$ cat src/design/digdar_pkg.sv
// shared bus widths, region map, register offsets and state enums
`default_nettype none

package digdar_pkg;

   //-------------------------------------------------------------------------
   // bus
   localparam int SYS_AW     = 32;           // address width
   localparam int SYS_DW     = 32;           // data width
   localparam int REGION_MSB = 22;           // region select field
   localparam int REGION_LSB = 20;

   typedef enum logic [2:0] {
      region_hk     = 3'd0,                  // housekeeping
      region_scope  = 3'd1,                  // scope and capture buffer
      region_digdar = 3'd6                   // radar trigger
   } region_e;                               // other codes are unmapped

   localparam logic [SYS_DW-1:0] HK_ID_VALUE = 32'hd16d_0a01;

   //-------------------------------------------------------------------------
   // register offsets inside a region
   localparam logic [REGION_LSB-1:0] HK_OFS_ID       = 20'h00000;
   localparam logic [REGION_LSB-1:0] HK_OFS_LED      = 20'h00004;
   localparam logic [REGION_LSB-1:0] SC_OFS_CTRL     = 20'h00000;
   localparam logic [REGION_LSB-1:0] SC_OFS_COUNT    = 20'h00004;
   localparam logic [REGION_LSB-1:0] SC_OFS_NEGATE   = 20'h00008;
   localparam logic [REGION_LSB-1:0] SC_OFS_BUF      = 20'h10000;  // sample window base
   localparam logic [REGION_LSB-1:0] DD_OFS_THRESH   = 20'h00000;
   localparam logic [REGION_LSB-1:0] DD_OFS_DELAY    = 20'h00004;
   localparam logic [REGION_LSB-1:0] DD_OFS_TRIG_CNT = 20'h00008;

   //-------------------------------------------------------------------------
   // FSM states
   typedef enum logic [1:0] {sc_idle, sc_armed, sc_capture, sc_done} scope_state_e;
   typedef enum logic {tr_idle, tr_delay} trig_state_e;

endpackage

`default_nettype wire

$ cat src/design/sys_bus_decoder.sv
// sys_bus_decoder: region decode, enable fan-out, answer mux, unmapped error
`timescale 1ns/10ps
`default_nettype none

module sys_bus_decoder (
   input  wire                            adc_clk,
   input  wire                            rst_n_i,
   input  wire  [digdar_pkg::SYS_AW-1:0]  sys_addr_i,
   input  wire                            sys_wen_i,
   input  wire                            sys_ren_i,
   input  wire  [digdar_pkg::SYS_DW-1:0]  hk_rdata_i,
   input  wire                            hk_ack_i,
   input  wire  [digdar_pkg::SYS_DW-1:0]  sc_rdata_i,
   input  wire                            sc_ack_i,
   input  wire  [digdar_pkg::SYS_DW-1:0]  dd_rdata_i,
   input  wire                            dd_ack_i,
   output logic                           hk_wen_o,
   output logic                           hk_ren_o,
   output logic                           sc_wen_o,
   output logic                           sc_ren_o,
   output logic                           dd_wen_o,
   output logic                           dd_ren_o,
   output logic [digdar_pkg::SYS_DW-1:0]  sys_rdata_o,
   output logic                           sys_ack_o,
   output logic                           sys_err_o
);

   digdar_pkg::region_e region;                 // region of the current access
   digdar_pkg::region_e sel_q;                  // region that answers this cycle
   logic                unmapped_q;             // error ack pending

   assign region = digdar_pkg::region_e'(
                      sys_addr_i[digdar_pkg::REGION_MSB:digdar_pkg::REGION_LSB]);

   // address and wdata go to everyone, only the enables are steered
   assign hk_wen_o = sys_wen_i && (region == digdar_pkg::region_hk);
   assign hk_ren_o = sys_ren_i && (region == digdar_pkg::region_hk);
   assign sc_wen_o = sys_wen_i && (region == digdar_pkg::region_scope);
   assign sc_ren_o = sys_ren_i && (region == digdar_pkg::region_scope);
   assign dd_wen_o = sys_wen_i && (region == digdar_pkg::region_digdar);
   assign dd_ren_o = sys_ren_i && (region == digdar_pkg::region_digdar);

   always_ff @(posedge adc_clk) begin
      if (!rst_n_i) begin
         sel_q      <= digdar_pkg::region_hk;
         unmapped_q <= 1'b0;
      end else begin
         if (sys_wen_i || sys_ren_i)
            sel_q <= region;                              // hold until next access
         unmapped_q <= (sys_wen_i || sys_ren_i) &&
                       !(hk_wen_o || hk_ren_o || sc_wen_o || sc_ren_o ||
                         dd_wen_o || dd_ren_o);
      end
   end

   //------------------------------------------------------------------------
   // every region answers one cycle after its enable
   always_comb begin
      sys_err_o = 1'b0;
      case (sel_q)
         digdar_pkg::region_hk: begin
            sys_rdata_o = hk_rdata_i;
            sys_ack_o   = hk_ack_i;
         end
         digdar_pkg::region_scope: begin
            sys_rdata_o = sc_rdata_i;
            sys_ack_o   = sc_ack_i;
         end
         digdar_pkg::region_digdar: begin
            sys_rdata_o = dd_rdata_i;
            sys_ack_o   = dd_ack_i;
         end
         default: begin                                   // no slave behind it
            sys_rdata_o = '0;
            sys_ack_o   = unmapped_q;
            sys_err_o   = unmapped_q;
         end
      endcase
   end

   // a slave must not answer an access it never saw
   a_ack_after_enable: assert property (@(posedge adc_clk) disable iff (!rst_n_i)
      (hk_ack_i |-> $past(hk_wen_o || hk_ren_o)) and
      (sc_ack_i |-> $past(sc_wen_o || sc_ren_o)) and
      (dd_ack_i |-> $past(dd_wen_o || dd_ren_o)));

endmodule

`default_nettype wire

$ cat config.mk
export PLATFORM = sky130hd
export DESIGN_NAME = sys_bus_decoder
export DESIGN_NICKNAME = d
export VERILOG_FILES = /design/src/design/digdar_pkg.sv /design/src/design/sys_bus_decoder.sv
export SDC_FILE = /design/constraint.sdc
export NUM_CORES = 1
export LEC_CHECK = 0
export BUFFER_PORTS_ARGS = -buffer_cell sky130_fd_sc_hd__buf_4
export CORE_MARGIN = 10
export CORE_UTILIZATION = 31
export CTS_CLUSTER_DIAMETER = 150
export DETAILED_ROUTE_END_ITERATION = 8
export GPL_TIMING_DRIVEN = 0
export MAX_ROUTING_LAYER = met4
export PLACE_DENSITY = 0.87
export SYNTH_ARGS = -nofsm -noshare
export SYNTH_HDL_FRONTEND = slang
export SYNTH_SLANG_ARGS = --single-unit
$ cat constraint.sdc
create_clock -name adc_clk -period 3.15 [get_ports adc_clk]
set_input_delay 0.1575 -clock adc_clk [delete_from_list [all_inputs] [get_ports adc_clk]]
set_output_delay 0.1575 -clock adc_clk [all_outputs]
set_load 0.005 [all_outputs]
# == Word-level counts from Yosys, hierarchy flattened ==
# Cells that the tools add are included.
# op_classes
n_mux,3
n_reduce_logical,17
eq_ne,4
# op_table
operator,n
case mux 32 bit (3 select lines),1
logical AND 1 bit,7
== test 3 x 1 -> 1 bit (second input constant),2
== test 3 bit (second input constant),2
zero test 3 bit,2
logical OR 1 bit,6
case mux 1 bit (3 select lines),1
OR reduction 3 bit,1
zero test 1 bit,1
2-to-1 mux 1 bit,1
# totals
output_inout_bits,40
inputBits,135
word_cells,26
ff_bits,4

# == Depth between registers and ports, before layout ==
# depth
depth_word,9
ltp_mapped,5
ltp_nobuf,3

# == Worst setup path after synthesis ==
# OpenSTA, ideal clock, no wires.
# synth_timing
kind,register to output
startpoint,reg sel_q[0]
endpoint,out sys_rdata_o[13] (netlist name)
stages_incl_launch_ff,6
required_time_ns,2.992
arrival_ns,0.985
path_buffers,2
slack_ns,2.008
cell_sequence,dfxtp_1 buf_6 nand2b_4 nor2_8 buf_4 o2bb2ai_1
# synth_between
elab_chain_cells,2
elab_cells_between_ends,4
cone_classes,eq/ne: 2; mux: 1; reduce/logical: 1
# synth_rtl
item,line_no,rtl
start: declaration,sys_bus_decoder.sv:29,digdar_pkg::region_e sel_q;
start signal: assignment,sys_bus_decoder.sv:45,sel_q <= digdar_pkg::region_hk;
start signal: assignment,sys_bus_decoder.sv:49,sel_q <= region;
"== test 3 bit, or another cell as far along",sys_bus_decoder.sv:60,case (sel_q)
case mux 32 bit (3 select lines) *,sys_bus_decoder.sv:60,
end: declaration,sys_bus_decoder.sv:23,"output logic [digdar_pkg::SYS_DW-1:0] sys_rdata_o,"
# Every way passes the cells marked *; elsewhere a longest branch is shown, timed or not.

# == Final worst setup path ==
# layout_timing
startpoint,reg sel_q[0]
endpoint,out sys_rdata_o[20] (netlist name)
# Same word-level chain as after synthesis.

==> results.md <==
- Outcome: complete, no violations
- Detailed Routing Iterations Pass 1: 4
- Drc violations: 0
- Synth top area share: 32.3%
- Setup Fix Bufs, Post-CTS: 0
- Final Hold Vio Count: 0
- Comb power frac: 72.4%
- Largest net degree at the start of global routing: 11
- # setup viols final: 0
- Clock Pin Slew Worst Setup and Hold Paths: 0.04 ns
- Most Frequent Cell on Critical Path: buf_4
- EDFF count, synth: 0
- Vias in the first global route: roughly 1700
- Worst Skew: 0 ns
- Crit. Startpoint: sel_q[0]
- Fin nets: roughly 400
- WHS: roughly 0.21 ns
- Total CTS buffers: 3
- Antenna Cells: 0
- Power, Total: between 400 and 500 uW
- Origin of the critical flop-to-flop path: sel_q[0]
- Top cell type by total area after synthesis: mux2i_1
- Critical Path End Type: output port
- Max-Cap Viols: 0
- Fin. max-slew vios: 0
- NetSw: between 100 and 150 uW
- Top post-synthesis cells by area: mux2i_1, o2bb2ai_2, o2bb2ai_1, dfxtp_1, buf_6
- Flop pwr share: approximately 13%
- Worst Path Arrival: around 1.5 ns
- Critical path's largest stage delay: 0.30 ns
- Rows: 21
- Warnings from Yosys: 0
- HP Start: rst_n_i
- Port Buffers: ~150
- Actual slew at the worst max-slew pin: 0.281 ns
- Synth unique cells: 20
- Die Height: ~80 um
- DR WL/cell: 18.3 um
- Die area: 6270 um2
- Clk network pwr share: 14.7%
- Initial antenna violation count: 0
- PD cells: just under 200 nW/um2
- Crit-path cells: buf_6, nand2b_4, nor2_8, buf_4, o2bb2ai_1, buf_4
- TritonCTS clock tree: built
- Syn_nets: 245
- Die W: 79.2 um
- Worst path required time: 2.99 ns
- Root Driver: clkbuf_4
- Leakage: 0.00111 uW
- Initial Utilization: 32.3%
- Vias/cell: 4.99
- Crit start category: flop
- First-pass GRT wire length: 8210 um
- CP max FO: 10
- Max IR drop VDD: 0.000180 V
- Post-cts sizing count: 0
- Core area: 3360 um2
- H-tree Lvls: 1
- Layout cell share with drive strength beyond 1: approximately two thirds
- Register Area: roughly 80 um2
- Async set or reset register ratio after synthesis: 0%
- Final worst slack: roughly 1.5 ns
- Period utilisation layout: 51.5%
- GP Congestion: 0.818
- Number of hold buffers added after CTS: 0
- Pre-CTS setup slack: 1.76 ns
- Most frequent cells after synthesis: mux2i_1, o2bb2ai_1, o2bb2ai_2
- Clk_lat worst skew: 0.24 ns
- RSZ-0062 raised after global routing: false
- Final WL: 5570 um
- HPWL after DPL: between 4000 and 5000 um
- Area of the multi-input gates: 892 um2
- Global route overflow: 0
- Global Route Usage Sum: 16.4%
- Crit path kind: flop to output port
- Cell area after synthesis: 1080 um2
- Bufs on Longest Clock Path: 2
- Seq/Total Area, Yosys: 7.38%
- Mapped Cells: 110
- FMAX: 617 MHz
- # clock sinks: 4
- # fillers: 308
- Worst min-delay path category: input port to flop
- Number of DRC violations after detailed-routing iteration 0: 54
- Vias: 1517
- Switch share: approximately a third
- Area Growth Syn to Fin: 108%
- Slowest CP cell: dfxtp_1
- Pint: ~300 uW
- Most common cell in the synthesized netlist: mux2i_1
- Avg Synthesized Cell Area: 9.86 um2
- Flops & latches, synth: 4
- Relative slew slack: 81.2%
- Antenna-violating nets left: 0
- Post-Layout Cell Count: 304
- Number of cells after detailed placement: 301
- Synth Flop Type: dfxtp_1
- Crit path time final: between 1.5 and 2 ns
- Top Ports: 175
- Total negative slack: 0 ns
-- cells in the final DEF (no fill, tap or decap) --
cell,instances
o2bb2ai_2,14
dfxtp_1,4
nor2_1,4
o21ai_0,3
and2_1,4
buf_6,7
nor3_1,1
nor2_8,1
nand2b_4,1
a21boi_0,3
nor4b_1,1
clkbuf_4,5
and3_1,2
o2bb2ai_1,18
or2_1,1
mux2i_1,35
inv_1,1
mux2_2,1
nand2_1,5
buf_4,147
-- per-layer routing --
metal  track usage (%)  wire length (um)
met3              5.18               445
met5                 -                 0
met2              29.4              2850
met1              17.1              2190
met4              3.76                81
-- per-stage QoR --
step / cell area, um2 / util [%]
floorplan: 1080 / -
global placement: 2230 / 66.3
detailed placement: 2230 / 66.3
CTS: 2250 / 67.0
global route: 2250 / 67.0
finish: 2250 / 67.0
-- critical path, delay by kind of cell (launching register included) --
family / cells / cell delay [ns]
compound gates: 1 / 0.14
buf+inv: 3 / 0.46
flops: 1 / 0.30
simple gates: 2 / 0.32
-- worst paths after layout --
kind                           to  slack [ns]  cells past startpoint
hold reg to reg          sel_q[2]        0.52                      2
setup / recovery  sys_rdata_o[20]        1.53                      6
setup reg to reg         sel_q[0]        2.18                      4
hold / removal           sel_q[1]        0.21                      2
-- logic make-up (layout without fill, tap and decap cells) --
family	Yosys count	after routing	synth area share (%)
AOI/OAI and AO/OA	38	38	37.4
buffers and inverters	12	160	10.4
DFF	4	4	7.38
muxes	36	36	33.3
and+or+nand+nor	20	20	11.5
-- power groups by stage --
| stage | Clock [uW] | Combinational, uW | Sequential [uW] |
|---|---|---|---|
| after floorplan | 0 | 124 | 57.3 |
| after global placement | 0 | 317 | 58.0 |
| after detailed placement | 0 | 324 | 58.0 |
| after CTS | 66.1 | 325 | 57.2 |
| after global routing | 68.7 | 346 | 57.7 |
| final | 65.0 | 320 | 57.2 |
-- layout make-up --
class / instances / share of cell area (%)
tap: 46 / 2.55
clock buffer: 3 / 0.999
inverter: 1 / 0.167
timing repair buffer: 145 / 48.3
sequential: 4 / 3.55
multi-input combinational: 94 / 39.6
buffer: 11 / 4.83
-- state kept, by name, indices dropped and copies added (netlist names) --
name and flops:
sel_q 3, unmapped_q 1
Power figures use the tool's default switching activity.
