--- src/design/digdar_pkg.sv ---
// shared bus widths, region map, register offsets and state enums
`default_nettype none

package digdar_pkg;

   //-------------------------------------------------------------------------
   // bus
   localparam int SYS_AW     = 32;           // address width
   localparam int SYS_DW     = 32;           // data width
   localparam int REGION_MSB = 22;           // region select field
   localparam int REGION_LSB = 20;

   typedef enum logic [2:0] {
      region_hk     = 3'd0,                  // housekeeping
      region_scope  = 3'd1,                  // scope and capture buffer
      region_digdar = 3'd6                   // radar trigger
   } region_e;                               // other codes are unmapped

   localparam logic [SYS_DW-1:0] HK_ID_VALUE = 32'hd16d_0a01;

   //-------------------------------------------------------------------------
   // register offsets inside a region
   localparam logic [REGION_LSB-1:0] HK_OFS_ID       = 20'h00000;
   localparam logic [REGION_LSB-1:0] HK_OFS_LED      = 20'h00004;
   localparam logic [REGION_LSB-1:0] SC_OFS_CTRL     = 20'h00000;
   localparam logic [REGION_LSB-1:0] SC_OFS_COUNT    = 20'h00004;
   localparam logic [REGION_LSB-1:0] SC_OFS_NEGATE   = 20'h00008;
   localparam logic [REGION_LSB-1:0] SC_OFS_BUF      = 20'h10000;  // sample window base
   localparam logic [REGION_LSB-1:0] DD_OFS_THRESH   = 20'h00000;
   localparam logic [REGION_LSB-1:0] DD_OFS_DELAY    = 20'h00004;
   localparam logic [REGION_LSB-1:0] DD_OFS_TRIG_CNT = 20'h00008;

   //-------------------------------------------------------------------------
   // FSM states
   typedef enum logic [1:0] {sc_idle, sc_armed, sc_capture, sc_done} scope_state_e;
   typedef enum logic {tr_idle, tr_delay} trig_state_e;

endpackage

`default_nettype wire

--- src/design/radar_trigger.sv ---
// radar_trigger: channel-B threshold crossing, delay, trigger counter, registers
`timescale 1ns/10ps
`default_nettype none

module radar_trigger #(
   parameter int ADC_WIDTH = 14
) (
   input  wire                            adc_clk,
   input  wire                            rst_n_i,
   input  wire  signed [ADC_WIDTH-1:0]    adc_b_i,       // converted channel B
   input  wire                            armed_i,       // scope waiting for trigger
   input  wire  [digdar_pkg::SYS_AW-1:0]  sys_addr_i,
   input  wire  [digdar_pkg::SYS_DW-1:0]  sys_wdata_i,
   input  wire                            sys_wen_i,
   input  wire                            sys_ren_i,
   output logic                           trig_o,        // one-cycle pulse
   output logic [digdar_pkg::SYS_DW-1:0]  sys_rdata_o,
   output logic                           sys_ack_o
);

   logic [digdar_pkg::REGION_LSB-1:0] ofs;
   logic signed [ADC_WIDTH-1:0]       thresh_q;
   logic signed [ADC_WIDTH-1:0]       b_prev_q;         // last cycle's sample
   logic [31:0]                       delay_q;
   logic [31:0]                       dly_cnt_q;
   logic [31:0]                       trig_cnt_q;
   logic                              crossing;
   digdar_pkg::trig_state_e           state_q;

   assign ofs      = sys_addr_i[digdar_pkg::REGION_LSB-1:0];
   assign crossing = armed_i && (adc_b_i >= thresh_q) && (b_prev_q < thresh_q);
   assign trig_o   = (state_q == digdar_pkg::tr_delay) && (dly_cnt_q == '0);

   always_ff @(posedge adc_clk)
      b_prev_q <= adc_b_i;

   //------------------------------------------------------------------------
   // a crossing starts the delay and later crossings wait for the pulse
   always_ff @(posedge adc_clk) begin
      if (!rst_n_i) begin
         state_q    <= digdar_pkg::tr_idle;
         dly_cnt_q  <= '0;
         trig_cnt_q <= '0;
      end else begin
         case (state_q)
            digdar_pkg::tr_idle:
               if (crossing) begin
                  state_q   <= digdar_pkg::tr_delay;
                  dly_cnt_q <= delay_q;
               end
            default:
               if (trig_o) begin
                  state_q    <= digdar_pkg::tr_idle;
                  trig_cnt_q <= trig_cnt_q + 32'd1;
               end else begin
                  dly_cnt_q  <= dly_cnt_q - 32'd1;
               end
         endcase
      end
   end

   // register region
   always_ff @(posedge adc_clk) begin
      if (!rst_n_i) begin
         thresh_q  <= '0;
         delay_q   <= '0;
         sys_ack_o <= 1'b0;
      end else begin
         sys_ack_o <= sys_wen_i || sys_ren_i;
         if (sys_wen_i && ofs == digdar_pkg::DD_OFS_THRESH)
            thresh_q <= sys_wdata_i[ADC_WIDTH-1:0];
         if (sys_wen_i && ofs == digdar_pkg::DD_OFS_DELAY)
            delay_q <= sys_wdata_i;                       // in adc_clk cycles
      end
   end

   always_ff @(posedge adc_clk) begin
      if (sys_ren_i) begin
         case (ofs)
            digdar_pkg::DD_OFS_THRESH:   sys_rdata_o <= thresh_q;  // sign-extended
            digdar_pkg::DD_OFS_DELAY:    sys_rdata_o <= delay_q;
            digdar_pkg::DD_OFS_TRIG_CNT: sys_rdata_o <= trig_cnt_q;
            default:                     sys_rdata_o <= '0;
         endcase
      end
   end

   // scope leaves armed only on this pulse, so armed holds through the delay
   a_trig_while_armed: assert property (@(posedge adc_clk) disable iff (!rst_n_i)
      trig_o |-> armed_i);

endmodule

`default_nettype wire

--- config.mk ---
export PLATFORM = sky130hd
export DESIGN_NAME = radar_trigger
export DESIGN_NICKNAME = d
export VERILOG_FILES = /design/src/design/digdar_pkg.sv /design/src/design/radar_trigger.sv
export SDC_FILE = /design/constraint.sdc
export NUM_CORES = 1
export LEC_CHECK = 0
export BUFFER_PORTS_ARGS = -buffer_cell sky130_fd_sc_hd__buf_4
export CAP_MARGIN = 15
export CORE_ASPECT_RATIO = 0.5
export CORE_MARGIN = 2
export CORE_UTILIZATION = 30
export CTS_BUF_LIST = sky130_fd_sc_hd__clkbuf_8
export DETAILED_ROUTE_END_ITERATION = 16
export GPL_ROUTABILITY_DRIVEN = 0
export GPL_TIMING_DRIVEN = 0
export PLACE_DENSITY = 0.44
export SLEW_MARGIN = 10
export SYNTH_ARGS = -nofsm -noshare
export SYNTH_HDL_FRONTEND = slang
export SYNTH_SLANG_ARGS = --single-unit
--- constraint.sdc ---
create_clock -name adc_clk -period 3.2 [get_ports adc_clk]
set_input_delay 0.16 -clock adc_clk [delete_from_list [all_inputs] [get_ports adc_clk]]
set_output_delay 0.16 -clock adc_clk [all_outputs]
set_load 0.005 [all_outputs]
# --- Word-level counts from Yosys, hierarchy flattened ---
# Cells that the tools add are included.
classes:
  n_addsub: 2
  multipliers: 0
  div: 0
  magnitude_cmp: 2
  n_eq_ne: 3
  shifts: 0
  muxes: 7
  bitwise_logic: 0
  n_reduce_logical: 11
ops:
  columns: ["cell", "count"]
  rows:
  - ["32-bit two-way mux", 3]
  - ["32-bit case mux with 3 select lines", 1]
  - ["32-bit by 1-bit adder with 32-bit output, second input constant", 1]
  - ["32-bit logical NOT", 1]
  - ["32-bit by 1-bit subtractor with 32-bit output, second input constant", 1]
  - ["20-bit by 3-bit == test with 1-bit output, second input constant", 1]
  - ["20-bit by 4-bit == test with 1-bit output, second input constant", 1]
  - ["20-bit logical NOT", 1]
  - ["14-bit greater-or-equal comparator", 1]
  - ["14-bit less-than comparator", 1]
  - ["1-bit logical AND", 5]
  - ["2-bit AND reduction", 2]
  - ["1-bit two-way mux", 3]
  - ["2-bit != test, second input constant", 1]
  - ["2-bit nonzero test", 1]
  - ["1-bit logical OR", 1]
totals:
  regBits: 158
  latchBits: 0
  mem_bits_rw: 0
  romBits: 0
  out_inout_bits: 34
  wordCells: 33
  memories: 0

# --- Longest topological paths before layout ---
depth:
  depth_word: 5
  depth_mapped: 11
  depth_no_buf: 9

# --- Worst setup path after synthesis ---
# Ideal clock, no wire load.
synth_path:
  path_kind: "register to register"
  start: "register thresh_q[9]"
  end: "register dly_cnt_q[21]"
  t_arrival_ns: 2.517
  path_slack_ns: 0.609
  path_stages_with_launch: 12
  n_path_buf: 2
  synth_period_minus_slack_ns: 2.591
  path_cell_list: "dfxtp_1 > inv_1 > ha_1 > a21oi_1 > o22ai_1 > o41a_1 > a311o_1 > nor2_1 > clkbuf_1 > clkbuf_1 > o2111ai_1 > o21ai_0"
synth_between:
  elab_chain_len: 5
synth_lines:
  columns: ["element", "line", "text"]
  rows:
  - ["start: declaration", "radar_trigger.sv:22", "logic signed [ADC_WIDTH-1:0] thresh_q;"]
  - ["start signal: assignment", "radar_trigger.sv:71", "thresh_q <= sys_wdata_i[ADC_WIDTH-1:0];"]
  - ["14-bit greater-or-equal comparator", "radar_trigger.sv:31", "assign crossing = armed_i && (adc_b_i >= thresh_q) && (b_prev_q < thresh_q);"]
  - ["1-bit logical AND", "radar_trigger.sv:31", null]
  - ["1-bit logical AND (*)", "radar_trigger.sv:31", null]
  - ["2-bit nonzero test (no source line) (*)", null, null]
  - ["2-bit AND reduction (no source line) (*)", null, null]
  - ["end signal: assignment", "radar_trigger.sv:49", "dly_cnt_q <= delay_q;"]
  - ["end signal: assignment", "radar_trigger.sv:56", "dly_cnt_q <= dly_cnt_q - 32'd1;"]
  - ["end: declaration", "radar_trigger.sv:25", "logic [31:0] dly_cnt_q;"]
# Every way passes the cells marked *; elsewhere a longest branch is shown, timed or not.
# A chain may end at the register's enable or synchronous reset.

# --- Worst setup path in the final report ---
layout_path:
  start: "register dly_cnt_q[9]"
  end: "register trig_cnt_q[22]"
layout_between:
  elab_chain_len: 3
layout_lines:
  columns: ["element", "line", "text"]
  rows:
  - ["32-bit logical NOT", "radar_trigger.sv:32", "assign trig_o = (state_q == digdar_pkg::tr_delay) && (dly_cnt_q == '0);"]
  - ["1-bit logical AND", "radar_trigger.sv:32", null]
  - ["2-bit AND reduction (no source line)", null, null]
  - ["end signal: assignment", "radar_trigger.sv:54", "trig_cnt_q <= trig_cnt_q + 32'd1;"]
  - ["end: declaration", "radar_trigger.sv:26", "logic [31:0] trig_cnt_q;"]
# No other way between the ends.

==> qor.tcl <==
set qor(outcome) {completed}
set qor(drtPass1Iterations) 6
set qor(crit_path_frequent_cell) {sky130_fd_sc_hd__buf_6}
set qor(finish.utilization) 0.385
set qor(numPlacedInstances) 1402
set qor(hold_slack_ns) 0.150
set qor(reg2reg_from) {dly_cnt_q[9]$_SDFFE_PN0P_}
set qor(endpoint_arrival_time_on_the_critical_path_ns) 3.37
set qor(worst-slew-pin-transition_ns) 0.746
set qor(pwr_density_cell_mw_per_mm2) 405
set qor(timing.final.hold_violations) 0
set qor(cp-startpoint) {dly_cnt_q[9]$_SDFFE_PN0P_}
set qor(initial_core_util) 0.306
set qor(die_y_um) 120
set qor(relSlewSlack) 0.501
set qor(postSynthNetCount) 1061
set qor(post_route_cells_drive_above_1_share) 0.147
set qor(critical_path.cell_chain) {or4_1, buf_2, nor4_4, and4_1, buf_6, and3_4, buf_6, nand2_4, or3_1, a21boi_1}
set qor(ys.warnings.count) 0
set qor(dieArea_mm2) 0.0284
set qor(fin_crit_sh) 0.923
set qor(design.final.nets) 1229
set qor(postRouteWirelength_um) 28800
set qor(fp.coreArea_mm2) 0.0265
set qor(synthDominantCellAreaShare) 0.311
set qor(final_design_area_no_fill_mm2) 0.0102
set qor(syn_area_mm2) 0.00811
set qor(clk_root_buffer_cell) {sky130_fd_sc_hd__clkbuf_8}
set qor(critical_path.slowest_cell) {sky130_fd_sc_hd__or4_1}
set qor(die-width_um) 237
set qor(grt_ovf) 0
set qor(crit_path_end_kind) {flop}
set qor(reported_max_cap_violation_count) 0
set qor(design_power_total_mw) 4.13
set qor(post_synth_main_area_contributors) {sky130_fd_sc_hd__dfxtp_1, sky130_fd_sc_hd__edfxtp_1, sky130_fd_sc_hd__nand2_1}
set qor(synth-seq-cells) 158
set qor(critPathMaxStageDelay_ns) 0.53
set qor(antenna_found_initial) 1
set qor(worst-r2r-cell-count) 10
set qor(layoutNonFillerInstCount) 1482
set qor(drcViolationCount) 0
set qor(crit_cells) 10
set qor(wl_per_cell_um) 19.4
set qor(yosys_most_used_dff) {sky130_fd_sc_hd__dfxtp_1}
set qor(worstSetupPathType) {reg -> reg}
set qor(wire_length_of_the_first_global_routing_pass_um) 43700
set qor(crit_fanout) 10
set qor(ys_async_sr_fraction) 0
set qor(avgViaCountPerCell) 5.01
set qor(avgSynthCellArea_um2) 8.56
set qor(peakVddDrop_uv) 266
set qor(drt.antenna.violating_nets) 0
set qor(cellLeakagePower_nw) 3.82
set qor(synthMostInstantiatedCell) {sky130_fd_sc_hd__nand2_1}
set qor(worst_path_dominant_cell_family) {simple AND/OR/NAND/NOR gates}
set qor(synth-edff-count) 32
set qor(first_iter_violations) 562
set qor(setup_slack_ns) 0.245
set qor(numPortBuffers) 101
set qor(filler_cell_count) 2788
set qor(synth_top_cell_by_area) {sky130_fd_sc_hd__dfxtp_1}
set qor(synth_seq_area_share) 0.429
set qor(clock.fmax_mhz) 338
set qor(floorplan.rows) 42
set qor(worst-endpoint-required_ns) 3.61
set qor(tritoncts.num_buffers) 17
set qor(grt_start_max_net_pins) 34
set qor(synth_cell_type_count) 58
set qor(timing.reg2reg.setup_slack_ns) 0.25
set qor(timing.final.max_slew_violations) 0
set qor(io_pins) 117
set qor(clock_tree.htree_level_count) 4
set qor(worst-path-buf-inv) 3
set qor(number_of_vias_after_detailed_routing) 7428
set qor(globalRouteTotalUtil) 0.207
set qor(clk_pin_slew_worst_paths_ns) 0.08
set qor(worst_clock_skew_ns) 0.0117
set qor(finalSetupViolCount) 0
set qor(post-cts-setup-buffer-count) 0
set qor(cts_max_path_buffers) 2
set qor(timing.hold.worst.class) {in -> reg}
set qor(cts_tree) {built}
set qor(min_period_ns) 2.95
set qor(area.growth.synth_to_final_pct) 25.7
set qor(cts.sink_count) 158
set qor(crit_path_end) {trig_cnt_q[22]$_SDFFE_PN0P_}
set qor(critical_path.reg2reg.endpoint) {trig_cnt_q[22]$_SDFFE_PN0P_}
set qor(grt_setup_unrepaired) {no}
set qor(via_count_of_the_first_global_routing_pass) 7271
set qor(synth_top_cells_by_count) {sky130_fd_sc_hd__nand2_1, sky130_fd_sc_hd__dfxtp_1, sky130_fd_sc_hd__nor2_1, sky130_fd_sc_hd__a21boi_0, sky130_fd_sc_hd__a21oi_1}
set qor(setup_total_negative_slack_ns) 0
set qor(post-dp-hpwl_um) 22100
set qor(clock_insertion_delay_worst_skew_ns) 0.49
set qor(post_synth_inst_count) 948
set qor(worst_setup_path_start_kind) {flop}
set qor(pre_cts_slack_ns) -0.184
set qor(dpl-instance-area_mm2) 0.00932
[layout by cell type (no fill, tap or decap), drive strengths merged, types with 5 or more instances in the layout]
| master | netlist | final |
|---|---|---|
| a21boi | 67 | 67 |
| a21oi | 59 | 59 |
| and2 | 31 | 31 |
| and3 | 13 | 13 |
| and4 | 6 | 6 |
| buf | 11 | 113 |
| clkbuf | 52 | 71 |
| dfxtp | 126 | 126 |
| dlygate4sd3 | 0 | 47 |
| edfxtp | 32 | 32 |
| ha | 30 | 30 |
| inv | 25 | 31 |
| mux2i | 15 | 15 |
| nand2 | 157 | 157 |
| nand3 | 21 | 21 |
| nand4 | 14 | 14 |
| nor2 | 83 | 83 |
| nor2b | 5 | 5 |
| nor3 | 12 | 12 |
| nor4 | 18 | 18 |
| o2111ai | 12 | 12 |
| o211ai | 17 | 17 |
| o21a | 5 | 5 |
| o21ai | 42 | 42 |
| or3 | 8 | 8 |
| or4 | 6 | 6 |
| xnor2 | 30 | 30 |
| xor2 | 18 | 18 |
[cell families (layout without fill, tap and decap cells)]
logic type,count (synthesis),after routing,share of synthesized area
simple gates,389,389,0.233
compound gates,219,219,0.175
flops,158,158,0.429
buf+inv,89,270,0.0461
xor+xnor,48,48,0.0518
fa+ha+maj,30,30,0.0463
mux,15,15,0.0185
other cells,0,1,0
[sequential cells by signal, summed over array words and instances, names as in the netlist]
name / flops
dly_cnt_q: 32
thresh_q: 14
state_q: 1
sys_ack_o: 1
trig_cnt_q: 32
delay_q: 32
sys_rdata_o: 32
b_prev_q: 14
[timing repair]
| item | CTS | global route |
|---|---|---|
| endpoints found under the hold margin | 61 | 0 |
| endpoints found under the setup margin | 10 | 28 |
| gates resized for setup | 4 | 11 |
| hold buffers | 47 | 0 |
[worst min path at each step]
stage	to	startpoint	slack (ns)	depth (start not counted)
CTS	sys_rdata_o[9]$_DFFE_PP_	sys_ren_i	0.11	1
detailed placement	b_prev_q[0]$_DFF_P_	adc_b_i[0]	0.28	1
global placement	b_prev_q[0]$_DFF_P_	adc_b_i[0]	0.27	1
floorplan	b_prev_q[0]$_DFF_P_	adc_b_i[0]	0.19	0
finish	sys_rdata_o[23]$_DFFE_PP_	sys_ren_i	0.15	1
global route	sys_rdata_o[23]$_DFFE_PP_	sys_ren_i	0.14	1
[worst reg2reg max path, cell delays in order, from the launching register on]
cell	delay, ns
sky130_fd_sc_hd__dfxtp_1	0.37
sky130_fd_sc_hd__or4_1	0.53
sky130_fd_sc_hd__buf_2	0.19
sky130_fd_sc_hd__nor4_4	0.37
sky130_fd_sc_hd__and4_1	0.38
sky130_fd_sc_hd__buf_6	0.18
sky130_fd_sc_hd__and3_4	0.20
sky130_fd_sc_hd__buf_6	0.15
sky130_fd_sc_hd__nand2_4	0.06
sky130_fd_sc_hd__or3_1	0.31
sky130_fd_sc_hd__a21boi_1	0.15
[report_power, final]
group,internal [mW],switching (mW),leakage (nW)
registers,2.06,0.0179,1.35
clock network,0.711,0.782,0.213
logic,0.254,0.308,2.25
[final cells by class]
class | instances | area (um^2) | area share
antenna | 1 | 2.50 | 0.000245
buffer | 64 | 290 | 0.0285
clock buffer | 19 | 262 | 0.0256
clock inverter | 13 | 110 | 0.0108
inverter | 25 | 93.8 | 0.00920
multi-input combinational | 701 | 4280 | 0.420
sequential | 158 | 3480 | 0.342
tap | 352 | 440 | 0.0432
timing repair buffer | 149 | 1240 | 0.121
[routing by layer]
metal | up-vias | part of all wire | global-route usage
met5 | - | 0.00042 | 0
met4 | 2 | 0.013 | 0.0550
met3 | 27 | 0.042 | 0.0363
met2 | 143 | 0.42 | 0.310
met1 | 3612 | 0.52 | 0.304
li1 | 3644 | - | -
Power figures use the tool's default switching activity.
