===== config.mk =====
export PLATFORM = sky130hd
export DESIGN_NAME = hk_regs
export DESIGN_NICKNAME = d
export VERILOG_FILES = /design/src/design/digdar_pkg.sv /design/src/design/hk_regs.sv
export SDC_FILE = /design/constraint.sdc
export NUM_CORES = 1
export LEC_CHECK = 0
export ABC_CLOCK_PERIOD_IN_PS = 1200
export BUFFER_PORTS_ARGS = -buffer_cell sky130_fd_sc_hd__buf_2
export CAP_MARGIN = 40
export CORE_ASPECT_RATIO = 1.4
export CORE_MARGIN = 3
export CORE_UTILIZATION = 30
export CTS_BUF_LIST = sky130_fd_sc_hd__clkbuf_8
export DETAILED_ROUTE_END_ITERATION = 8
export PLACE_DENSITY = 0.89
export SYNTH_ARGS = -nofsm -noshare
export SYNTH_HDL_FRONTEND = slang
export SYNTH_SLANG_ARGS = --single-unit

===== constraint.sdc =====
create_clock -name adc_clk -period 1.2 [get_ports adc_clk]
set_clock_uncertainty 0.05 [all_clocks]
set_input_delay 0.06 -clock adc_clk [delete_from_list [all_inputs] [get_ports adc_clk]]
set_output_delay 0.06 -clock adc_clk [all_outputs]
set_load 0.01 [all_outputs]

===== src/design/digdar_pkg.sv =====
// shared bus widths, region map, register offsets and state enums
`default_nettype none

package digdar_pkg;

   //-------------------------------------------------------------------------
   // bus
   localparam int SYS_AW     = 32;           // address width
   localparam int SYS_DW     = 32;           // data width
   localparam int REGION_MSB = 22;           // region select field
   localparam int REGION_LSB = 20;

   typedef enum logic [2:0] {
      region_hk     = 3'd0,                  // housekeeping
      region_scope  = 3'd1,                  // scope and capture buffer
      region_digdar = 3'd6                   // radar trigger
   } region_e;                               // other codes are unmapped

   localparam logic [SYS_DW-1:0] HK_ID_VALUE = 32'hd16d_0a01;

   //-------------------------------------------------------------------------
   // register offsets inside a region
   localparam logic [REGION_LSB-1:0] HK_OFS_ID       = 20'h00000;
   localparam logic [REGION_LSB-1:0] HK_OFS_LED      = 20'h00004;
   localparam logic [REGION_LSB-1:0] SC_OFS_CTRL     = 20'h00000;
   localparam logic [REGION_LSB-1:0] SC_OFS_COUNT    = 20'h00004;
   localparam logic [REGION_LSB-1:0] SC_OFS_NEGATE   = 20'h00008;
   localparam logic [REGION_LSB-1:0] SC_OFS_BUF      = 20'h10000;  // sample window base
   localparam logic [REGION_LSB-1:0] DD_OFS_THRESH   = 20'h00000;
   localparam logic [REGION_LSB-1:0] DD_OFS_DELAY    = 20'h00004;
   localparam logic [REGION_LSB-1:0] DD_OFS_TRIG_CNT = 20'h00008;

   //-------------------------------------------------------------------------
   // FSM states
   typedef enum logic [1:0] {sc_idle, sc_armed, sc_capture, sc_done} scope_state_e;
   typedef enum logic {tr_idle, tr_delay} trig_state_e;

endpackage

`default_nettype wire


===== src/design/hk_regs.sv =====
// hk_regs: housekeeping region with ID and LED registers
`timescale 1ns/10ps
`default_nettype none

module hk_regs (
   input  wire                            adc_clk,
   input  wire                            rst_n_i,
   input  wire  [digdar_pkg::SYS_AW-1:0]  sys_addr_i,
   input  wire  [digdar_pkg::SYS_DW-1:0]  sys_wdata_i,
   input  wire                            sys_wen_i,
   input  wire                            sys_ren_i,
   output logic [digdar_pkg::SYS_DW-1:0]  sys_rdata_o,
   output logic                           sys_ack_o,
   output logic [7:0]                     led_o          // straight from the register
);

   logic [digdar_pkg::REGION_LSB-1:0] ofs;

   assign ofs = sys_addr_i[digdar_pkg::REGION_LSB-1:0];  // offset inside region

   always_ff @(posedge adc_clk) begin
      if (!rst_n_i) begin
         led_o     <= '0;
         sys_ack_o <= 1'b0;
      end else begin
         sys_ack_o <= sys_wen_i || sys_ren_i;            // one cycle, always
         if (sys_wen_i && ofs == digdar_pkg::HK_OFS_LED)
            led_o <= sys_wdata_i[7:0];
      end
   end

   always_ff @(posedge adc_clk) begin
      if (sys_ren_i) begin
         case (ofs)
            digdar_pkg::HK_OFS_ID:  sys_rdata_o <= digdar_pkg::HK_ID_VALUE;
            digdar_pkg::HK_OFS_LED: sys_rdata_o <= {24'h0, led_o};
            default:                sys_rdata_o <= '0;   // hole in the map
         endcase
      end
   end

endmodule

`default_nettype wire


## Word level (Yosys, flattened, before mapping)

Index checks and enable logic that the tools add are counted.

| word-level totals | value |
|---|---|
| memory bits (read-only) | 0 |
| memory bits (writable) | 0 |
| bits in latches | 0 |
| bits in registers | 41 |
| memories kept | 0 |
| word-level logic and storage cells | 8 |
| input port bits | 68 |

| operators by class | value |
|---|---|
| $add $sub $neg | 0 |
| equal/unequal tests | 1 |
| multipliers | 0 |
| reductions and logical operators | 3 |
| multiplexer cells | 1 |
| $lt $le $gt $ge | 0 |
| shifts and indexed selects | 0 |
| div/mod/pow operators | 0 |
| bitwise logic cells | 0 |

Operator list:

| cell | number |
|---|---|
| case mux 32 bit (2 select lines) | 1 |
| == test 20 x 3 -> 1 bit, second input constant | 1 |
| zero test 20 bit | 1 |
| logical AND 1 bit | 1 |
| logical OR 1 bit | 1 |

## Longest topological paths before layout

Gate-level depths: netlist (run 1).

| logic depth | value |
|---|---|
| depth in word-level cells | 2 |
| mapped depth | 5 |
| mapped depth without buffers | 4 |

## Worst setup path after synthesis (run 1)

OpenSTA, ideal clock, no wires.

| path | value |
|---|---|
| path kind | input to register |
| from | in sys_addr_i[19] (netlist bit) |
| to | reg led_o[6] |
| setup slack | 0.049 ns |
| path buffers | 1 |
| arrival | 1.029 ns |
| required time | 1.078 ns |
| library setup time | 0.072 ns |
| cell stages on the path | 5 |
| cells stage by stage | nor4_1 -> and4_1 -> and4_4 -> buf_12 -> mux2i_1 |

| on the way | value |
|---|---|
| word-level cells in the longest chain between the ends | 2 |

RTL lines:

| item | RTL line | RTL |
|---|---|---|
| from (decl) | hk_regs.sv:8 | `input wire [digdar_pkg::SYS_AW-1:0] sys_addr_i,` |
| == test 20 x 3 -> 1 bit | hk_regs.sv:27 | `if (sys_wen_i && ofs == digdar_pkg::HK_OFS_LED)` |
| logical AND 1 bit | hk_regs.sv:27 |  |
| to (signal assigned) | hk_regs.sv:28 | `led_o <= sys_wdata_i[7:0];` |
| to (decl) | hk_regs.sv:14 | `output logic [7:0] led_o` |

No other way between the ends.
A chain may end at the register's enable or synchronous reset.

## Final worst setup path (run 1)

| path | value |
|---|---|
| from | in sys_addr_i[14] (netlist bit) |
| to | reg led_o[5] |

The elaborated chain is that of the path after synthesis.

==> results.md, run 1 <==
* 0.000572 uW — reported leakage power
* 40.3% — post-route core utilization
* 46.8% — share of final-layout standard cells stronger than drive strength 1
* 59 — Port Buffers
* 440 ps — flop-to-flop setup slack
* 0.000451 V — maximum vdd ir drop
* 0 — Overflow after GRT
* 920 sq um — Synth Cell Area
* 340 ps — Largest stage delay, worst path
* 10.3 sq um — mean instance size in the synthesized netlist
* 208 — Final nets
* 0 — Final setup violation count
* and4_4 — critical-path cell with the highest stage delay
* clkbuf_8 — Clock Root Buffer
* 674 — routed via count
* 0% — fraction of registers with async set or reset after synthesis
* 2 — maximum clock insertion buffer count
* 3780 sq um — die area
* 1100 ps — shortest clock period the worst path allows after layout
* 60 ps — clock slew at reported path FFs
* edfxtp_1 29%, dfxtp_1 20%, buf_4 19%, mux2i_1 8.7%, nand2_1 6.9% — most area-consuming cells after synthesis
* 23 x buf_4, 17 x nand2_1, 9 x dfxtp_1, 9 x edfxtp_1, 8 x mux2i_1 — most frequent cells after synthesis
* 1220 ps — Worst EP arrival
* 9.97 um — per-cell routed wire length
* 2730 um — wire length of the first global-routing pass
* 1110 sq um — dpl cell area
* false — setup repair after global routing missed its margin
* 3.83 — mean number of vias per cell
* input pin to flip-flop — worst hold-check path type
* 605 — via count of the first global-routing pass
* 23 — number of rows created at floorplan
* input pin — type of origin of the critical path
* 9 — number of flops mapped to enable cells by yosys
* 9.60% — Overall Global Routing Usage
* 0 — number of nets with antenna violations after routing
* 18 — number of clock sinks
* 89 — Mapped Cells
* 0 — post-detailed-route DRC marker count
* 4 — first drt pass iteration count
* 29.4% — area share of the largest cell type after synthesis
* 0 — number of failing hold endpoints at the final stage
* 31.6% — initial cell density of the core
* 312 — layout filler cell count
* yes — TritonCTS clock tree
* -173 ps — post-place setup slack
* 8 — critical path fanouts, max
* edfxtp_1 — dominant cell type by area after synthesis
* 1760 um — total wirelength of the detailed-routed design
* 0 — count of maximum capacitance violations
* 18 — distinct cell type count after synthesis
* 18 — post-synthesis register bit count
* finished clean — outcome
* 0 ps — final-layout setup total negative slack
* 18 — largest net degree at the start of global routing
* 27.3% — relative area change from synthesis to final layout
* 1520 um — HPWL Detailed
* 1 — CTS HTree Levels
* edfxtp_1 — Top FF cell, synth
* 71.5 um — Chip Height
* 0.908 GHz — Fmax achieved
* 0 — Post-CTS Resized
* 3 — clock buffers created by TritonCTS
* 1080 nW/um^2 — pwr/cell area
* 1320 ps — required time at the endpoint of the critical path
* 0 — count of inserted antenna diode cells
* 91.8% — final clock period utilization by the worst path
* 0 — number of max-slew violations in the final report
* 0 — YS warnings
* 10 — number of violations reported at the end of detailed-routing iteration 0
* 49.0% — portion of the post-synthesis area used by sequential elements
* 0 — number of antenna violations at the first check in global routing
* buf_2 -> nor4_1 -> and4_1 -> and4_4 -> mux2i_1 — cell breakdown of the critical path
* 0.770 — last weighted congestion value of the routability-driven placer
* 98.5 ps — final worst-path setup slack
* flip-flop — category of the worst setup path capture point
* buf_4 — top-count cell post-synth
* 109 — Top Ports
* 2910 sq um — Core Region
* 52.8 um — die width
* input pin to flip-flop — Worst Setup Path Type
* 240 ps — clock latency on the worst-skew pair
* 1170 sq um — Post-Layout Inst Area
registers in the layout, indices dropped and copies added (netlist names):
| register | count |
|---|---|
| sys_rdata_o | 9 |
| sys_ack_o | 1 |
| led_o | 8 |
what timing repair did:
action                                 4_1_cts  5_1_grt
hold buffers                                 1        0
buffers inserted                             0        0
endpoints found under the hold margin        1        0
layout by cell type, fill, tap and decap left out:
| master | Yosys | final |
|---|---|---|
| and4_4 | 1 | 1 |
| nand2_1 | 17 | 17 |
| dlygate4sd3_1 | 0 | 1 |
| nor4_1 | 4 | 4 |
| inv_1 | 1 | 1 |
| and4_1 | 1 | 1 |
| mux2i_1 | 8 | 8 |
| edfxtp_1 | 9 | 9 |
| and3_2 | 1 | 1 |
| dfxtp_1 | 9 | 9 |
| clkbuf_8 | 0 | 4 |
| nor3_1 | 1 | 1 |
| a21oi_1 | 1 | 1 |
| conb_1 | 1 | 13 |
| and2_1 | 7 | 7 |
| buf_2 | 0 | 59 |
| nor2_1 | 1 | 1 |
| o21a_1 | 1 | 1 |
layer usage:
layer / wire [um] / share of wire [%] / global-route usage, %
met1: 683 / 39 / 11.7
met2: 892 / 51 / 15.9
met3: 172 / 9.8 / 2.08
met4: 8 / 0.46 / 4.26
met5: 0 / 0 / 0
power by group:
group          switching (uW)  internal, uW
combinational            77.5          63.3
clock                     177           290
sequential               5.32           656
worst max-delay path, delay by kind of cell:
kind          cells  cell delay, ps
buf+inv           1              90
simple gates      3             850
mux               1             210
cell families after synthesis:
logic type	Yosys count	share of synthesized area [%]
AOI/OAI and AO/OA	2	1.36
buffers and inverters	27	22.2
DFF	18	49.0
muxes	8	8.71
other	1	0.408
and+or+nand+nor	33	18.4
path summary, 6_finish.rpt:
kind,cells past startpoint,to,start
max,5,led_o[5]$_SDFFE_PN0P_,sys_addr_i[14]
min,3,led_o[3]$_SDFFE_PN0P_,sys_wdata_i[3]
max reg2reg,1,sys_rdata_o[3]$_DFFE_PP_,led_o[3]$_SDFFE_PN0P_
min reg2reg,2,led_o[4]$_SDFFE_PN0P_,led_o[4]$_SDFFE_PN0P_
through the flow:
step           power, uW  hold WS, ps  std cells
6_report            1270         8.18        176
5_1_grt             1340         18.9        176
4_1_cts             1290        0.856        176
3_5_place_dp         814          245        171
3_3_place_gp         811          240        171
2_1_floorplan        785          120        101
cell type report:
| type | instances | area [sq um] | share of cell area, % |
|---|---|---|---|
| Timing Repair Buffer | 60 | 305 | 26.1 |
| Inverter | 1 | 3.75 | 0.321 |
| Clock buffer | 4 | 55.1 | 4.70 |
| Tap cell | 37 | 46.3 | 3.95 |
| Multi-Input combinational cell | 56 | 310 | 26.5 |
| Sequential cell | 18 | 450 | 38.5 |
Note: power is estimated with default switching activity, not from simulation.
==> run 2, diff against run 1 <==
MAX_ROUTING_LAYER = met4   (was unset)
==> run 2 against run 1 <==
Effect of this change: die area unchanged; critical path depth unchanged; combinational power about the same; clock power about the same; cell area unchanged; count of clock-buffer cells in the layout unchanged; setup slack about the same; highest routed layer unchanged; critical path type unchanged; first-iteration DRC count down 10%; fmax about the same.
==> results.md, run 2 (synthesis results as in run 1) <==
* buf_2 -> nor4_1 -> and4_1 -> and4_4 -> mux2i_1 — cell breakdown of the critical path, unchanged
* -173 ps — post-place setup slack, unchanged
* yes — TritonCTS clock tree, unchanged
* 3 — clock buffers created by TritonCTS, unchanged
* input pin to flip-flop — worst hold-check path type, unchanged
* 0 — Final setup violation count, unchanged
* 3780 sq um — die area, unchanged
* 310 sq um — multi-input combinational cell area, unchanged
* 71.5 um — Chip Height, unchanged
* 59 — Port Buffers, unchanged
* 52.1% — sequential share of power, about the same
* 36.8% — clock share of power, about the same
* 18 — number of clock sinks, unchanged
* false — setup repair after global routing missed its margin, unchanged
* 18 — largest net degree at the start of global routing, unchanged
* 0 — Overflow after GRT, unchanged
* clkbuf_8 — Clock Root Buffer, unchanged
* 27.3% — relative area change from synthesis to final layout, unchanged
* 1080 nW/um^2 — pwr/cell area, unchanged
* 240 ps — clock latency on the worst-skew pair, about the same
* input pin to flip-flop — Worst Setup Path Type, unchanged
* 59 x buf_2, 17 x nand2_1, 13 x conb_1 — leading cell types in the layout, fill and taps excluded, unchanged
* 9.87% — Overall Global Routing Usage, was 9.60%
* 0.908 GHz — Fmax achieved, about the same
* 2730 um — wire length of the first global-routing pass, about the same
* 9 — number of violations reported at the end of detailed-routing iteration 0, was 10
* 1 — worst r2r path cells, unchanged
* 31.6% — initial cell density of the core, unchanged
* 3.83 — mean number of vias per cell, unchanged
* 450 sq um — combined flip-flop and latch cell area, unchanged
* 0 — count of maximum capacitance violations, unchanged
* sys_rdata_o (9), led_o (8), sys_ack_o (1) — registers with the most flip-flops, unchanged
* 0 — number of failing hold endpoints at the final stage, unchanged
* 23 — number of rows created at floorplan, unchanged
* 91.8% — final clock period utilization by the worst path, about the same
* and4_4 — critical-path cell with the highest stage delay, unchanged
* sys_addr_i[14] — timing startpoint of the critical path, unchanged
* 8 — critical path fanouts, max, unchanged
* 9.97 um — per-cell routed wire length, unchanged
* 0 — number of nets with antenna violations after routing, unchanged
* 674 — routed via count, unchanged
* 1010 uW — P_int, unchanged
* finished clean — outcome, unchanged
* 52.8 um — die width, unchanged
* input pin — type of origin of the critical path, unchanged
* 0.000451 V — maximum vdd ir drop, unchanged
* sys_rdata_o — register bank with the most flops, unchanged
* 1320 ps — required time at the endpoint of the critical path, about the same
* 46.8% — share of final-layout standard cells stronger than drive strength 1, unchanged
* 1110 sq um — dpl cell area, unchanged
* 1170 sq um — Post-Layout Inst Area, unchanged
* 208 — Final nets, unchanged
* 0.781 — last weighted congestion value of the routability-driven placer, was 0.770
* 0 — number of max-slew violations in the final report, unchanged
* 340 ps — Largest stage delay, worst path, about the same
* 20.4% — switching fraction of total power, about the same
* 0 — post-detailed-route DRC marker count, unchanged
* 9 — flip-flop count of the largest register, all copies and words added, unchanged
* 4 — first drt pass iteration count, unchanged
* 1220 ps — Worst EP arrival, about the same
* 605 — via count of the first global-routing pass, unchanged
* 109 — Top Ports, unchanged
* 0.000572 uW — reported leakage power, unchanged
* led_o[3]$_SDFFE_PN0P_ — RR Startpoint, unchanged
* flip-flop — category of the worst setup path capture point, unchanged
* buf_2 — commonest non-fill, non-tap cell in the layout, unchanged
* sys_rdata_o[3]$_DFFE_PP_ — Reg2Reg Capture Point, unchanged
* 1100 ps — shortest clock period the worst path allows after layout, about the same
* 60 ps — clock slew at reported path FFs, about the same
* 1520 um — HPWL Detailed, unchanged
* 98.5 ps — final worst-path setup slack, about the same
* 1 — CTS HTree Levels, unchanged
* 1760 um — total wirelength of the detailed-routed design, unchanged
* 440 ps — flop-to-flop setup slack, about the same
* 2910 sq um — Core Region, unchanged
* 0 — count of inserted antenna diode cells, unchanged
* 11.1% — combinational share of power, about the same
* 2 — maximum clock insertion buffer count, unchanged
* 312 — layout filler cell count, unchanged
* 0 — number of antenna violations at the first check in global routing, unchanged
* led_o[5]$_SDFFE_PN0P_ — termination of the worst setup path, unchanged
* 259 uW — switching power of the nets, about the same
==> run 2: cell counts in the layout (fill, tap and decap cells not counted) <==
Identical to the previous run, type by type.
==> run 2: cell type report <==
| class | count | share of cell area [%] |
|---|---|---|
| Timing Repair Buffer | 60 | 26.1 |
| Sequential cell | 18 | 38.5 |
| Inverter | 1 | 0.321 |
| Clock buffer | 4 | 4.70 |
| Multi-Input combinational cell | 56 | 26.5 |
| Tap cell | 37 | 3.95 |
==> run 2: timing repair <==
action	in CTS	in global routing
hold buffers	1	0
gates resized for setup	0	0
hold endpoints to repair	1	0
buffers inserted	0	0
==> run 2: per-layer routing <==
layer  global-route usage, %  vias up  wire, um
li1                        -      361         -
met1                    11.7      275       679
met2                    15.9       36       892
met3                    2.08        2       175
met4                    4.26        0         8
met5                       -        -         0
==> run 2: worst min path at each step <==
stage | depth (start not counted) | start | end
2_1_floorplan | 1 | sys_ren_i | sys_ack_o$_SDFF_PN0_
3_3_place_gp | 2 | sys_wen_i | sys_ack_o$_SDFF_PN0_
3_5_place_dp | 2 | sys_wen_i | sys_ack_o$_SDFF_PN0_
4_1_cts | 3 | sys_wdata_i[3] | led_o[3]$_SDFFE_PN0P_
5_1_grt | 3 | sys_wdata_i[6] | led_o[6]$_SDFFE_PN0P_
6_report | 3 | sys_wdata_i[3] | led_o[3]$_SDFFE_PN0P_
==> run 2: metrics by stage <==
step           power, uW  instances  TNS (ps)  util [%]  hold slack, ps
6_report            1270        176         0      40.3            8.18
3_5_place_dp         814        171     -1330      38.1             245
4_1_cts             1290        176         0      40.3           0.856
3_3_place_gp         811        171      -990      38.1             240
2_1_floorplan        785        101         0         -             120
5_1_grt             1340        176         0      40.3            18.9
==> run 2: worst max-delay path, delay by kind of cell <==
family,cells,cell delay [ps]
mux,1,210
simple gates,3,850
buf+inv,1,90
==> run 2: power by group through the flow <==
| stage | sequential, uW | combinational (uW) | clock [uW] |
|---|---|---|---|
| after floorplan | 684 | 101 | 0 |
| after global placement | 675 | 137 | 0 |
| after detailed placement | 675 | 138 | 0 |
| after CTS | 662 | 141 | 486 |
| after global routing | 663 | 156 | 518 |
| final | 662 | 141 | 467 |
